`src/hdl/store_pkg.sv`:
```
package store_pkg;

    // ~~~~~~~~~~~~~~~~~~~~~~~~~~~~~~~~~~~~~~~~~~~~~~~~~~~~~~~~~~~~~~~~~~~~~
    // Data path widths
    // ~~~~~~~~~~~~~~~~~~~~~~~~~~~~~~~~~~~~~~~~~~~~~~~~~~~~~~~~~~~~~~~~~~~~~

    typedef logic [31:0] data_word_t;                    // One data word of the core.
    typedef logic [31:0] address_t;                      // Byte address of the core.
    typedef logic [3:0]  byte_enable_t;                  // One bit per byte lane of a word.

    typedef enum logic [1:0] {
        BYTE,
        HALF_WORD,
        WORD
    } store_width_t;                                     // Store size as issued by the core.

    localparam int BYTE_LANES = 4;                       // Bytes in one data word.
    localparam byte_enable_t LANE_BYTE = 4'b0001;        // Byte mask before lane shift.
    localparam byte_enable_t LANE_HALF = 4'b0011;        // Half word mask before lane shift.
    localparam byte_enable_t LANE_WORD = 4'b1111;        // Full word mask.

    // ~~~~~~~~~~~~~~~~~~~~~~~~~~~~~~~~~~~~~~~~~~~~~~~~~~~~~~~~~~~~~~~~~~~~~
    // Cache geometry
    // ~~~~~~~~~~~~~~~~~~~~~~~~~~~~~~~~~~~~~~~~~~~~~~~~~~~~~~~~~~~~~~~~~~~~~

    localparam int CACHE_LINES = 16;                     // Direct mapped, one word per line.
    localparam int INDEX_BITS  = 4;                      // Selects one of the lines.
    localparam int INDEX_LSB   = 2;                      // Index sits above the byte offset.
    localparam int TAG_BITS    = 26;                     // Remaining upper address bits.
    localparam int TAG_LSB     = INDEX_LSB + INDEX_BITS; // Tag starts at bit 6.

    typedef logic [INDEX_BITS-1:0] cache_index_t;
    typedef logic [TAG_BITS-1:0]   cache_tag_t;

    // Store buffer sizing.
    localparam int BUFFER_DEPTH = 4;
    typedef logic [1:0] buffer_ptr_t;                    // Wraps naturally at four entries.

    typedef enum logic [1:0] {
        IDLE,
        OUTCOME,
        WRITE_THROUGH
    } controller_state_t;                                // Store controller FSM states.

endpackage : store_pkg

```
`src/hdl/store_issue.sv`:
```
`timescale 1ns/1ps

module store_issue import store_pkg::*; (
    input  logic         clk_i,
    input  logic         rst_n_i,
    input  logic         store_i,
    input  address_t     store_address_i,
    input  data_word_t   store_data_i,
    input  store_width_t store_width_i,
    input  logic         buffer_full_i,
    output logic         push_o,
    output address_t     push_address_o,
    output data_word_t   push_data_o,
    output store_width_t push_width_o,
    output logic         misaligned_o
);

    logic aligned;                                   // Store fits its natural boundary.

    always_comb begin : alignment_check
        case (store_width_i)
            BYTE:      aligned = 1'b1;               // Any byte address is fine.
            HALF_WORD: aligned = !store_address_i[0]; // Half words sit on even addresses.
            WORD:      aligned = (store_address_i[1:0] == 2'b00);
            default:   aligned = 1'b0;               // Unknown widths are rejected too.
        endcase
    end : alignment_check

    // Exactly one of push and misaligned pulses per accepted strobe.
    always_ff @(posedge clk_i) begin : strobe_register
        if (!rst_n_i) begin
            push_o       <= 1'b0;
            misaligned_o <= 1'b0;
        end else begin
            push_o       <= store_i && aligned;      // Good stores go to the buffer.
            misaligned_o <= store_i && !aligned;     // Bad stores are only flagged.
        end
    end : strobe_register

    always_ff @(posedge clk_i) begin : payload_register
        if (store_i) begin
            push_address_o <= store_address_i;       // Held until the next store.
            push_data_o    <= store_data_i;
            push_width_o   <= store_width_i;
        end
    end : payload_register

    // The core watches full_o, which is the buffer's full flag passed on.
    assert property (@(posedge clk_i) disable iff (!rst_n_i)
        store_i |-> !buffer_full_i)
    else $error("store issued while the store buffer is full");

endmodule : store_issue

```
`src/hdl/store_buffer.sv`:
```
`timescale 1ns/1ps

module store_buffer import store_pkg::*; (
    input  logic         clk_i,
    input  logic         rst_n_i,
    input  logic         push_i,
    input  address_t     push_address_i,
    input  data_word_t   push_data_i,
    input  store_width_t push_width_i,
    input  logic         pop_i,
    output logic         full_o,
    output logic         not_empty_o,
    output address_t     head_address_o,
    output data_word_t   head_data_o,
    output store_width_t head_width_o
);

    // ~~~~~~~~~~~~~~~~~~~~~~~~~~~~~~~~~~~~~~~~~~~~~~~~~~~~~~~~~~~~~~~~~~~~~
    // Entry storage
    // ~~~~~~~~~~~~~~~~~~~~~~~~~~~~~~~~~~~~~~~~~~~~~~~~~~~~~~~~~~~~~~~~~~~~~

    address_t     entry_address [BUFFER_DEPTH];      // Store addresses in issue order.
    data_word_t   entry_data    [BUFFER_DEPTH];      // Unshifted store data.
    store_width_t entry_width   [BUFFER_DEPTH];      // Store sizes.

    buffer_ptr_t write_ptr;                          // Next free slot.
    buffer_ptr_t read_ptr;                           // Oldest pending store.
    logic [2:0]  count;                              // Zero to four pending stores.

    always_ff @(posedge clk_i) begin : entry_write
        if (push_i) begin
            entry_address[write_ptr] <= push_address_i;
            entry_data[write_ptr]    <= push_data_i;
            entry_width[write_ptr]   <= push_width_i;
        end
    end : entry_write

    always_ff @(posedge clk_i) begin : pointer_update
        if (!rst_n_i) begin
            write_ptr <= '0;
            read_ptr  <= '0;
            count     <= '0;
        end else begin
            if (push_i) begin
                write_ptr <= write_ptr + 1'b1;       // Pointer wraps after the last slot.
            end
            if (pop_i) begin
                read_ptr <= read_ptr + 1'b1;
            end
            case ({push_i, pop_i})
                2'b10:   count <= count + 1'b1;      // Push only.
                2'b01:   count <= count - 1'b1;      // Pop only.
                default: count <= count;             // Both or neither leave it as is.
            endcase
        end
    end : pointer_update

    assign full_o      = (count == 3'(BUFFER_DEPTH));
    assign not_empty_o = (count != '0);              // Doubles as the controller request.

    // The head is visible one cycle after its push.
    assign head_address_o = entry_address[read_ptr];
    assign head_data_o    = entry_data[read_ptr];
    assign head_width_o   = entry_width[read_ptr];

    assert property (@(posedge clk_i) disable iff (!rst_n_i) push_i |-> !full_o)
    else $error("push into a full store buffer");

    assert property (@(posedge clk_i) disable iff (!rst_n_i) pop_i |-> not_empty_o)
    else $error("pop from an empty store buffer");

endmodule : store_buffer

```
`src/hdl/store_controller.sv`:
```
`timescale 1ns/1ps

module store_controller import store_pkg::*; (
    input  logic         clk_i,
    input  logic         rst_n_i,
    input  logic         halt_i,
    input  logic         request_i,
    input  address_t     head_address_i,
    input  data_word_t   head_data_i,
    input  store_width_t head_width_i,
    input  logic         cache_hit_i,
    input  logic         cache_dirty_i,
    input  logic         mem_done_i,
    output logic         valid_o,
    output logic         busy_o,
    output logic         cache_read_o,
    output address_t     cache_address_o,
    output logic         cache_write_data_o,
    output logic         cache_write_status_o,
    output logic         cache_status_valid_o,
    output logic         cache_status_dirty_o,
    output byte_enable_t cache_byte_o,
    output data_word_t   cache_data_o,
    output logic         mem_req_o,
    output address_t     mem_address_o,
    output store_width_t mem_width_o,
    output data_word_t   mem_data_o
);

    controller_state_t state_crt, state_nxt;

    always_ff @(posedge clk_i) begin : state_register
        if (!rst_n_i) begin
            state_crt <= IDLE;
        end else if (!halt_i) begin
            state_crt <= state_nxt;                  // A halt freezes the FSM in place.
        end
    end : state_register

    // ~~~~~~~~~~~~~~~~~~~~~~~~~~~~~~~~~~~~~~~~~~~~~~~~~~~~~~~~~~~~~~~~~~~~~
    // Next state and strobes
    // ~~~~~~~~~~~~~~~~~~~~~~~~~~~~~~~~~~~~~~~~~~~~~~~~~~~~~~~~~~~~~~~~~~~~~

    always_comb begin : next_state
        state_nxt            = state_crt;
        valid_o              = 1'b0;
        mem_req_o            = 1'b0;
        cache_read_o         = 1'b0;
        cache_write_data_o   = 1'b0;
        cache_write_status_o = 1'b0;
        cache_status_valid_o = 1'b0;
        cache_status_dirty_o = 1'b0;

        if (!halt_i) begin                           // No strobe leaves while halted.
            case (state_crt)
                IDLE: begin
                    if (request_i) begin
                        state_nxt    = OUTCOME;
                        cache_read_o = 1'b1;         // Outcome is ready next cycle.
                    end
                end
                OUTCOME: begin
                    if (cache_hit_i) begin
                        state_nxt            = IDLE;
                        valid_o              = 1'b1; // Hit completes right here.
                        cache_write_data_o   = 1'b1;
                        cache_write_status_o = 1'b1;
                        cache_status_valid_o = 1'b1;
                        cache_status_dirty_o = 1'b1;
                    end else begin
                        state_nxt = WRITE_THROUGH;
                        mem_req_o = 1'b1;            // Miss goes straight to memory.
                        // A clean line is dropped, a dirty one is kept as it is.
                        cache_write_status_o = !cache_dirty_i;
                    end
                end
                WRITE_THROUGH: begin
                    if (mem_done_i) begin
                        state_nxt = IDLE;
                        valid_o   = 1'b1;            // Pops the head on this edge.
                    end
                end
                default: state_nxt = IDLE;
            endcase
        end
    end : next_state

    // Byte lanes follow the low address bits of the head entry.
    always_comb begin : lane_alignment
        case (head_width_i)
            BYTE: begin
                cache_byte_o = LANE_BYTE << head_address_i[1:0];
                cache_data_o = head_data_i << {head_address_i[1:0], 3'b000};
            end
            HALF_WORD: begin
                cache_byte_o = LANE_HALF << {head_address_i[1], 1'b0};
                cache_data_o = head_data_i << {head_address_i[1], 4'b0000};
            end
            WORD: begin
                cache_byte_o = LANE_WORD;
                cache_data_o = head_data_i;
            end
            default: begin
                cache_byte_o = '0;                   // Nothing is written.
                cache_data_o = head_data_i;
            end
        endcase
    end : lane_alignment

    assign busy_o          = (state_crt != IDLE);
    assign cache_address_o = head_address_i;         // Lookup and write share it.
    assign mem_address_o   = head_address_i;
    assign mem_width_o     = head_width_i;
    assign mem_data_o      = cache_data_o;           // Memory sees lane shifted data.

    // The memory only answers a request that is outstanding.
    assert property (@(posedge clk_i) disable iff (!rst_n_i)
        mem_done_i |-> (state_crt == WRITE_THROUGH))
    else $error("mem_done_i outside of a write-through");

endmodule : store_controller

```
`src/hdl/store_cache_array.sv`:
```
`timescale 1ns/1ps

module store_cache_array import store_pkg::*; (
    input  logic         clk_i,
    input  logic         rst_n_i,
    input  logic         lookup_i,
    input  address_t     lookup_address_i,
    input  logic         write_data_i,
    input  logic         write_status_i,
    input  logic         status_valid_i,
    input  logic         status_dirty_i,
    input  byte_enable_t byte_i,
    input  data_word_t   data_i,
    input  logic         fill_i,
    input  address_t     fill_address_i,
    input  data_word_t   fill_data_i,
    input  logic         load_i,
    input  address_t     load_address_i,
    output logic         hit_o,
    output logic         dirty_o,
    output logic         load_hit_o,
    output data_word_t   load_data_o
);

    function automatic cache_index_t index_of(input address_t address);
        return address[INDEX_LSB +: INDEX_BITS];
    endfunction

    function automatic cache_tag_t tag_of(input address_t address);
        return address[TAG_LSB +: TAG_BITS];
    endfunction

    cache_tag_t             line_tag  [CACHE_LINES]; // Upper address bits per line.
    data_word_t             line_data [CACHE_LINES]; // One word per line.
    logic [CACHE_LINES-1:0] line_valid;
    logic [CACHE_LINES-1:0] line_dirty;

    // ~~~~~~~~~~~~~~~~~~~~~~~~~~~~~~~~~~~~~~~~~~~~~~~~~~~~~~~~~~~~~~~~~~~~~
    // Writes where a fill beats a store write to the same line
    // ~~~~~~~~~~~~~~~~~~~~~~~~~~~~~~~~~~~~~~~~~~~~~~~~~~~~~~~~~~~~~~~~~~~~~

    always_ff @(posedge clk_i) begin : status_update
        if (!rst_n_i) begin
            line_valid <= '0;                        // Every line starts out invalid.
            line_dirty <= '0;
        end else begin
            if (write_status_i) begin
                line_valid[index_of(lookup_address_i)] <= status_valid_i;
                line_dirty[index_of(lookup_address_i)] <= status_dirty_i;
            end
            if (fill_i) begin
                line_valid[index_of(fill_address_i)] <= 1'b1; // Refilled lines are clean.
                line_dirty[index_of(fill_address_i)] <= 1'b0;
            end
        end
    end : status_update

    always_ff @(posedge clk_i) begin : data_update
        if (write_data_i) begin
            for (int lane = 0; lane < BYTE_LANES; lane++) begin
                if (byte_i[lane]) begin              // Only enabled lanes change.
                    line_data[index_of(lookup_address_i)][8*lane +: 8] <= data_i[8*lane +: 8];
                end
            end
        end
        if (fill_i) begin
            line_tag[index_of(fill_address_i)]  <= tag_of(fill_address_i);
            line_data[index_of(fill_address_i)] <= fill_data_i;
        end
        if (load_i) begin
            load_data_o <= line_data[index_of(load_address_i)]; // Raw word, even on a miss.
        end
    end : data_update

    // Outcomes are registered, one cycle after each strobe.
    always_ff @(posedge clk_i) begin : lookup_register
        if (!rst_n_i) begin
            hit_o      <= 1'b0;
            dirty_o    <= 1'b0;
            load_hit_o <= 1'b0;
        end else begin
            if (lookup_i) begin
                hit_o   <= line_valid[index_of(lookup_address_i)]
                        && (line_tag[index_of(lookup_address_i)] == tag_of(lookup_address_i));
                dirty_o <= line_dirty[index_of(lookup_address_i)];
            end
            if (load_i) begin
                load_hit_o <= line_valid[index_of(load_address_i)]
                           && (line_tag[index_of(load_address_i)] == tag_of(load_address_i));
            end
        end
    end : lookup_register

endmodule : store_cache_array

```
`src/hdl/store_subsystem.sv`:
```
`timescale 1ns/1ps

module store_subsystem import store_pkg::*; (
    input  logic         clk_i,
    input  logic         rst_n_i,
    input  logic         halt_i,
    input  logic         store_i,
    input  address_t     store_address_i,
    input  data_word_t   store_data_i,
    input  store_width_t store_width_i,
    output logic         full_o,
    output logic         misaligned_o,
    output logic         store_done_o,
    output logic         busy_o,
    output logic         mem_req_o,
    output address_t     mem_address_o,
    output data_word_t   mem_data_o,
    output store_width_t mem_width_o,
    input  logic         mem_done_i,
    input  logic         fill_i,
    input  address_t     fill_address_i,
    input  data_word_t   fill_data_i,
    input  logic         load_i,
    input  address_t     load_address_i,
    output logic         load_hit_o,
    output data_word_t   load_data_o
);

    logic         push, buffer_not_empty, controller_busy;
    address_t     push_address, head_address, cache_address;
    data_word_t   push_data, head_data, cache_data;
    store_width_t push_width, head_width;
    logic         cache_read, cache_hit, cache_dirty;
    logic         write_data, write_status, status_valid, status_dirty;
    byte_enable_t cache_byte;

    store_issue issue (
        .clk_i, .rst_n_i, .store_i, .store_address_i, .store_data_i, .store_width_i,
        .buffer_full_i  (full_o),                    // Full flag goes back to the core.
        .push_o         (push),
        .push_address_o (push_address),
        .push_data_o    (push_data),
        .push_width_o   (push_width),
        .misaligned_o
    );

    store_buffer buffer (
        .clk_i, .rst_n_i, .full_o,
        .push_i         (push),
        .push_address_i (push_address),
        .push_data_i    (push_data),
        .push_width_i   (push_width),
        .pop_i          (store_done_o),              // Completion retires the head.
        .not_empty_o    (buffer_not_empty),
        .head_address_o (head_address),
        .head_data_o    (head_data),
        .head_width_o   (head_width)
    );

    store_controller controller (
        .clk_i, .rst_n_i, .halt_i, .mem_done_i,
        .request_i            (buffer_not_empty),
        .head_address_i       (head_address),
        .head_data_i          (head_data),
        .head_width_i         (head_width),
        .cache_hit_i          (cache_hit),
        .cache_dirty_i        (cache_dirty),
        .valid_o              (store_done_o),
        .busy_o               (controller_busy),
        .cache_read_o         (cache_read),
        .cache_address_o      (cache_address),
        .cache_write_data_o   (write_data),
        .cache_write_status_o (write_status),
        .cache_status_valid_o (status_valid),
        .cache_status_dirty_o (status_dirty),
        .cache_byte_o         (cache_byte),
        .cache_data_o         (cache_data),
        .mem_req_o, .mem_address_o, .mem_width_o, .mem_data_o
    );

    store_cache_array cache (
        .clk_i, .rst_n_i, .fill_i, .fill_address_i, .fill_data_i,
        .load_i, .load_address_i, .load_hit_o, .load_data_o,
        .lookup_i         (cache_read),
        .lookup_address_i (cache_address),
        .write_data_i     (write_data),
        .write_status_i   (write_status),
        .status_valid_i   (status_valid),
        .status_dirty_i   (status_dirty),
        .byte_i           (cache_byte),
        .data_i           (cache_data),
        .hit_o            (cache_hit),
        .dirty_o          (cache_dirty)
    );

    assign busy_o = controller_busy || buffer_not_empty; // Any store still in flight.

endmodule : store_subsystem

```
`config.mk`:
```
export PLATFORM = sky130hd
export DESIGN_NAME = store_subsystem
export DESIGN_NICKNAME = d
export VERILOG_FILES = /design/src/hdl/store_pkg.sv /design/src/hdl/store_issue.sv /design/src/hdl/store_buffer.sv /design/src/hdl/store_controller.sv /design/src/hdl/store_cache_array.sv /design/src/hdl/store_subsystem.sv
export SDC_FILE = /design/constraint.sdc
export NUM_CORES = 2
export LEC_CHECK = 0
export ABC_CLOCK_PERIOD_IN_PS = 4900
export BUFFER_PORTS_ARGS = -buffer_cell sky130_fd_sc_hd__buf_2
export CAP_MARGIN = 20
export CORE_MARGIN = 4
export CORE_UTILIZATION = 62
export DETAILED_ROUTE_END_ITERATION = 6
export GPL_TIMING_DRIVEN = 0
export PLACE_DENSITY = 0.8
export SLEW_MARGIN = 20
export SYNTH_ARGS = -nofsm -noshare
export SYNTH_HDL_FRONTEND = slang
export SYNTH_SLANG_ARGS = --single-unit
```
`constraint.sdc`:
```
create_clock -name clk_i -period 4.9 [get_ports clk_i]
set_input_delay 0.98 -clock clk_i [delete_from_list [all_inputs] [get_ports clk_i]]
set_output_delay 0.98 -clock clk_i [all_outputs]
set_load 0.1 [all_outputs]
```
### Word level (Yosys, flattened, before mapping)

Memories as Yosys holds them, arrays and structs flattened. A register that Yosys moved wholly into a read port is not among the register bits.
Index checks and enable logic that the tools add are counted.

| operators by class | value |
|---|---|
| add/subtract/negate cells | 4 |
| order comparisons | 5 |
| eq/ne operators | 13 |
| shift operators | 4 |
| multiplexer cells | 63 |
| bitwise logic cells | 4 |
| reductions and logical operators | 18 |

Operators by type and width:

| operator | count |
|---|---|
| 16-bit 2-to-1 mux | 6 |
| 32-bit one-hot mux with 2 select lines | 1 |
| 32-bit by 5-bit << shifter with 32-bit output | 2 |
| 26-bit equality test | 2 |
| 1-bit 2-to-1 mux | 35 |
| 16-bit bitwise mux | 2 |
| 2-bit 2-to-1 mux | 9 |
| 16-bit bitwise AND | 1 |
| 16-bit NOT | 1 |
| 16-bit OR | 1 |
| 4-bit by 5-bit less-than comparator with 1-bit output, second input constant | 3 |
| 1-bit binary-select mux with 4-bit select | 3 |
| 4-bit one-hot mux with 3 select lines | 1 |
| 1-bit demux with 4-bit select | 2 |
| 2-bit by 1-bit equality test with 1-bit output, second input constant | 4 |
| 2-bit equality test, second input constant | 4 |
| 4-bit by 1-bit >= comparator with 1-bit output, second input constant | 2 |
| 2-bit zero test | 4 |
| 1-bit logical AND | 6 |
| 2-bit one-hot mux with 3 select lines | 1 |
| 3-bit one-hot mux with 2 select lines | 1 |
| 2-bit by 1-bit adder with 2-bit output, second input constant | 2 |
| 2-bit inequality test, second input constant | 2 |
| 2-bit nonzero test | 2 |
| other kinds (12) | 14 |

| word-level totals | value |
|---|---|
| bits in registers | 112 |
| memory bits (writable) | 1192 |
| bits of input ports | 169 |
| output and inout bits | 104 |
| logic and storage cells | 130 |
| memories kept | 5 |

Memories:

| name | depth | width | rd ports | clocked after Yosys merged registers in | write ports | RTL line | RTL |
|---|---|---|---|---|---|---|---|
| cache.line_data | 16 | 32 | 1 | 1 | 2 | store_cache_array.sv:34 | `data_word_t line_data [CACHE_LINES];` |
| cache.line_tag | 16 | 26 | 2 | 0 | 1 | store_cache_array.sv:33 | `cache_tag_t line_tag [CACHE_LINES];` |
| buffer.entry_address | 4 | 32 | 1 | 1 | 1 | store_buffer.sv:22 | `address_t entry_address [BUFFER_DEPTH];` |
| buffer.entry_data | 4 | 32 | 1 | 1 | 1 | store_buffer.sv:23 | `data_word_t entry_data [BUFFER_DEPTH];` |
| buffer.entry_width | 4 | 2 | 1 | 1 | 1 | store_buffer.sv:24 | `store_width_t entry_width [BUFFER_DEPTH];` |

### Depth between registers and ports, before layout

| depth | value |
|---|---|
| word-level depth | 9 |
| mapped depth | 18 |
| mapped depth without buffers | 11 |

### Hierarchy

Synthesis repeated with hierarchy kept, for this count alone.

| unflattened totals | value |
|---|---|
| cells, all modules | 4556 |
| area total of the unflattened synthesis | 63347.0 µm² |

Modules (own cells, without submodules):

| module | times used | cells each | area an instance (µm²) | sequential area each (µm²) |
|---|---|---|---|---|
| store_cache_array | 1 | 3835 | 49438.7 | 29528.3 |
| store_buffer | 1 | 386 | 9960.8 | 8107.8 |
| store_issue | 1 | 73 | 2054.5 | 2021.9 |
| store_controller | 1 | 261 | 1886.8 | 40.0 |
| store_subsystem | 1 | 1 | 6.3 | 0.0 |

### Worst setup path after synthesis

No wires, ideal clock.

| path | value |
|---|---|
| path type | input -> register |
| from | in mem_done_i |
| to | reg buffer.count[2] |
| setup time | 0.076 ns |
| arrival time | 4.956 ns |
| data required time | 4.824 ns |
| setup slack | -0.131 ns |
| stages on the path | 8 |
| buffers on the path | 0 |
| cells stage by stage | a22oi_1 > nor3b_1 > ha_1 > inv_1 > fa_1 > xor2_1 > or3_1 > a21boi_0 |

| between the ends | value |
|---|---|
| cells in the longest elaborated chain, start to end | 5 |
| elaborated cells on any way between the ends | 7 |
| those cells by class | 2 x eq/ne; 4 x mux; 1 x reduce/logical |

Ends and longest elaborated chain:

| element | RTL line | RTL |
|---|---|---|
| from (decl) | store_subsystem.sv:19 | `input logic mem_done_i,` |
| 1-bit 2-to-1 mux (*) | store_controller.sv:78 | `if (mem_done_i) begin` |
| 1-bit one-hot mux with 2 select lines (*) | store_controller.sv:55 | `case (state_crt)` |
| 1-bit 2-to-1 mux (*) | store_controller.sv:54 | `if (!halt_i) begin` |
| named net store_done_o | store_subsystem.sv:13 | `output logic store_done_o,` |
| 2-bit by 1-bit equality test with 1-bit output or 2-bit equality test (tied branches) | store_buffer.sv:50 | `case ({push_i, pop_i})` |
| 3-bit one-hot mux with 2 select lines or 2-bit nonzero test (tied branches) | - |  |
| to (signal assigned) | store_buffer.sv:51 | `2'b10: count <= count + 1'b1;` |
| to (signal assigned) | store_buffer.sv:52 | `2'b01: count <= count - 1'b1;` |
| to (signal assigned) | store_buffer.sv:53 | `default: count <= count;` |
| to (decl) | store_buffer.sv:28 | `logic [2:0] count;` |

The timed path passes the listed nets; every way through them passes the cells marked *.
A chain may end at the register's enable or synchronous reset.

==> results.toml <==
[clock_tree]
hold_buffers = 0
clock_sinks = 1338
cts_tree = "done"
cts-root-buf = "clkbuf_16"
clk_pin_slew_worst_paths_ns = 0.07
htreeDepth = 4
clock_latency_ns = 0.78
cts_made_buffers = 137
cts_buffer_depth = 3

[timing]
maxSlewViolCount = 0
report.final.hold_viol_count = 0
layout_worst_path_cycle_share_pct = 103.3
min_period_ns = 5.060
worst_pin_slew_ns = 1.304
rsz0062_at_grt = "yes"
worst_slack_ns = -0.1604
worst_clock_skew_ns = 0.03168
fmax_ghz = 0.1976
setup_viol = 27
maxSlewHeadroom_pct = 12.51

[global_route]
grt_antenna_before_repair = 32
grt_overflow = 0
grt_max_degree = 49
grt_pass1_vias = 41893
grt_usage_pct = 38.70
grt_pass1_wl_um = 286800

[detailed_routing]
drc = 0
ant_nets = 0
wl_per_cell_um = 33.43
drtIter0Drc = 8473
viasPerCell = 7.123
drtPass1Iterations = 7
wl_um = 203200
vias = 43298

[power_and_ir_drop]
power.total_mw = 26.08
switchingPower_mw = 6.333
p_per_area_mw_per_mm2 = 371.3
switching_share_pct = 24.28
comb_power_share_pct = 9.3
pwr-share-seq_pct = 49.7
p_int_mw = 19.74
p_leak_nw = 24.01
peakVddDrop_mv = 0.3816
clockPowerShare_pct = 41.1

[die]
core_mm2 = 0.09828
die_x_um = 322.6
die_h_um = 322.6
rows = 115
ios = 273
start_util_pct = 62.45
dieArea_mm2 = 0.1041

[cells_and_area]
fin_cells = 6079
drive_gt1_share_pct = 22.44
area_growth_syn_to_layout_pct = 14.44
multi_input_area_mm2 = 0.02019
finalInstanceArea_mm2 = 0.07023
final_nets = 4841
fill_cells = 6086
finish.utilization_pct = 71.46
final-seq-area_mm2 = 0.03970

[setup_path]
cp.arrival_ns = 5.45
reg2reg_to = "cache.line_data[1][13]"
ff2ff_path_depth = 13
critPathMaxFanout = 10
endpoint_kind = "flop"
start_kind = "flop"
rrSetupSlack_ns = -0.16
required_ns = 5.29
critPathKind = "flop to flop"

[logic_synthesis]
ys.warnings.count = 0
yosysSeqAreaShare_pct = 64.69
synth-main-ff-cell = "edfxtp_1"
yosys-top-cells-area = "edfxtp_1, mux4_2, nand2_1"
postSynthAreaPerCell_um2 = 14.43
synth-async-reset-ratio_pct = 0
synth_top_area_cell = "edfxtp_1"
ys_types = 71
synth_edf_count = 1290
ys_ff_latch = 1338
synth_area_mm2 = 0.06137
syn_nets = 4431
synthCells = 4253
yosysTopAreaCellShare_pct = 63.12

[outcome]
status = "finished with violations"
violations = "setup timing"

[hold_path]
hold_end = "issue.push_address_o[13]"
hp-start = "store_address_i[13]"
hold_depth = 1
min-delay-path-class = "primary input to flop"

[place]
portBuffers = 234
gp_routability_congestion = 1.013
dpl_cell_area_mm2 = 0.06479
dp_hpwl_um = 140700
post-place-ws_ns = -1.146
dp.cells = 5800

[run]
max_cap_violations = 0
-- cells in the mapped netlist (all sizes together), types with 5 or more instances --
master / instances
clkbuf: 229
buf: 144
a211oi: 23
a32oi: 6
a221oi: 10
o22a: 8
inv: 59
mux4: 380
a32o: 5
nor2: 166
a311oi: 16
o22ai: 26
and3: 23
nand2: 805
xnor2: 33
xor2: 26
nor3: 5
nor4: 10
a31oi: 11
ha: 8
dfxtp: 48
and2: 15
a22oi: 28
nand4: 18
mux2i: 167
nor2b: 54
mux2: 15
o21ai: 372
nand3: 25
edfxtp: 1290
a21oi: 178
-- routing by layer --
metal  track usage, %  share of wire (%)  up-vias
li1                 -                  -    17082
met1            50.08                 32    20984
met2            58.78                 45     4306
met3            11.81                 15      908
met4            22.70                7.6       18
met5           0.5442               0.12        -
-- worst max path at each step --
stage                      startpoint                     end  slack, ns
floorplan                        flop          mem_data_o[10]       0.07
global placement    load_address_i[4]        cache.load_hit_o      -1.18
detailed placement  load_address_i[3]        cache.load_hit_o      -1.15
CTS                              flop          mem_data_o[20]      0.007
global route                     flop  cache.line_data[1][15]      -0.19
finish                           flop  cache.line_data[1][13]      -0.16
-- registers in the layout (all words and copies together), names as in the netlist, 2 cells and up, named ones only --
signal                count
cache.line_tag          416
cache.line_dirty         16
cache.line_valid         16
issue.push_width_o        2
controller.state_crt      2
buffer.entry_address    128
buffer.read_ptr           2
buffer.entry_data       128
buffer.entry_width        8
issue.push_address_o     32
cache.line_data         512
cache.load_data_o        32
buffer.count              3
buffer.write_ptr          2
issue.push_data_o        32
-- through the flow --
step,TNS (ns),hold slack (ns)
after floorplan,0,0.4587
after global placement,-68.66,0.4708
after detailed placement,-41.05,0.4785
after CTS,0,0.3480
after global routing,-4.649,0.3697
final,-3.355,0.3793
-- layout by cell type, fill, tap and decap left out, types with 25 or more instances in the layout --
cell,instances
clkbuf_1,206
clkinv_1,27
clkbuf_16,144
xor2_1,26
nor2b_1,54
xnor2_1,33
a21oi_1,158
edfxtp_1,1290
buf_2,240
dfxtp_1,47
nand2_1,803
buf_4,44
o21ai_0,307
o21ai_1,55
inv_1,56
buf_6,46
buf_1,44
a22oi_1,28
clkbuf_4,29
clkbuf_2,27
mux2i_1,167
nand3_1,25
nor2_1,161
mux4_2,380
-- power by group through the flow --
| stage | clock, mW | sequential (mW) | combinational [mW] |
|---|---|---|---|
| finish | 10.7 | 12.9 | 2.41 |
| global route | 11.1 | 13.0 | 2.48 |
| CTS | 10.6 | 12.9 | 2.31 |
| detailed placement | 0 | 13.2 | 2.24 |
| global placement | 0 | 13.2 | 2.16 |
| floorplan | 0 | 13.3 | 1.29 |
-- layout make-up --
type / count / area share [%]
sequential: 1338 / 56.53
timing repair buffer: 284 / 2.964
inverter: 59 / 0.3260
multi-input combinational: 2483 / 28.74
clock buffer: 176 / 5.402
tap: 1287 / 2.293
antenna: 23 / 0.08195
clock inverter: 69 / 1.012
buffer: 360 / 2.653
-- cells by family (layout without fill, tap and decap cells) --
| group | after synthesis | in the layout | share of synthesized area, % |
|---|---|---|---|
| adder cells (fa/ha/maj) | 9 | 9 | 0.1957 |
| AND/OR/NAND/NOR | 1141 | 1141 | 7.652 |
| XOR/XNOR | 59 | 59 | 0.8420 |
| flip-flops | 1338 | 1338 | 64.69 |
| other | 0 | 23 | 0 |
| AO/OA/AOI/OAI | 712 | 712 | 6.553 |
| buffers and inverters | 432 | 948 | 3.119 |
| multiplexers | 562 | 562 | 16.95 |
-- critical path, stage by stage, from the launching register on --
cell and delay, ns:
dfxtp_1 0.31, buf_6 0.13, mux2i_1 0.11, mux2_2 0.28
buf_6 0.17, inv_6 0.15, buf_6 0.24, buf_6 0.24
buf_6 0.26, buf_6 0.21, buf_2 0.35, buf_1 0.48
nand3_1 0.70, o21ai_1 1.00
-- what timing repair did --
item                                    4_1_cts  5_1_grt
gates resized for setup                     140       71
pin swaps                                    11        7
setup buffers                                15        8
endpoints found under the setup margin      103      116
Power figures use the tool's default switching activity.
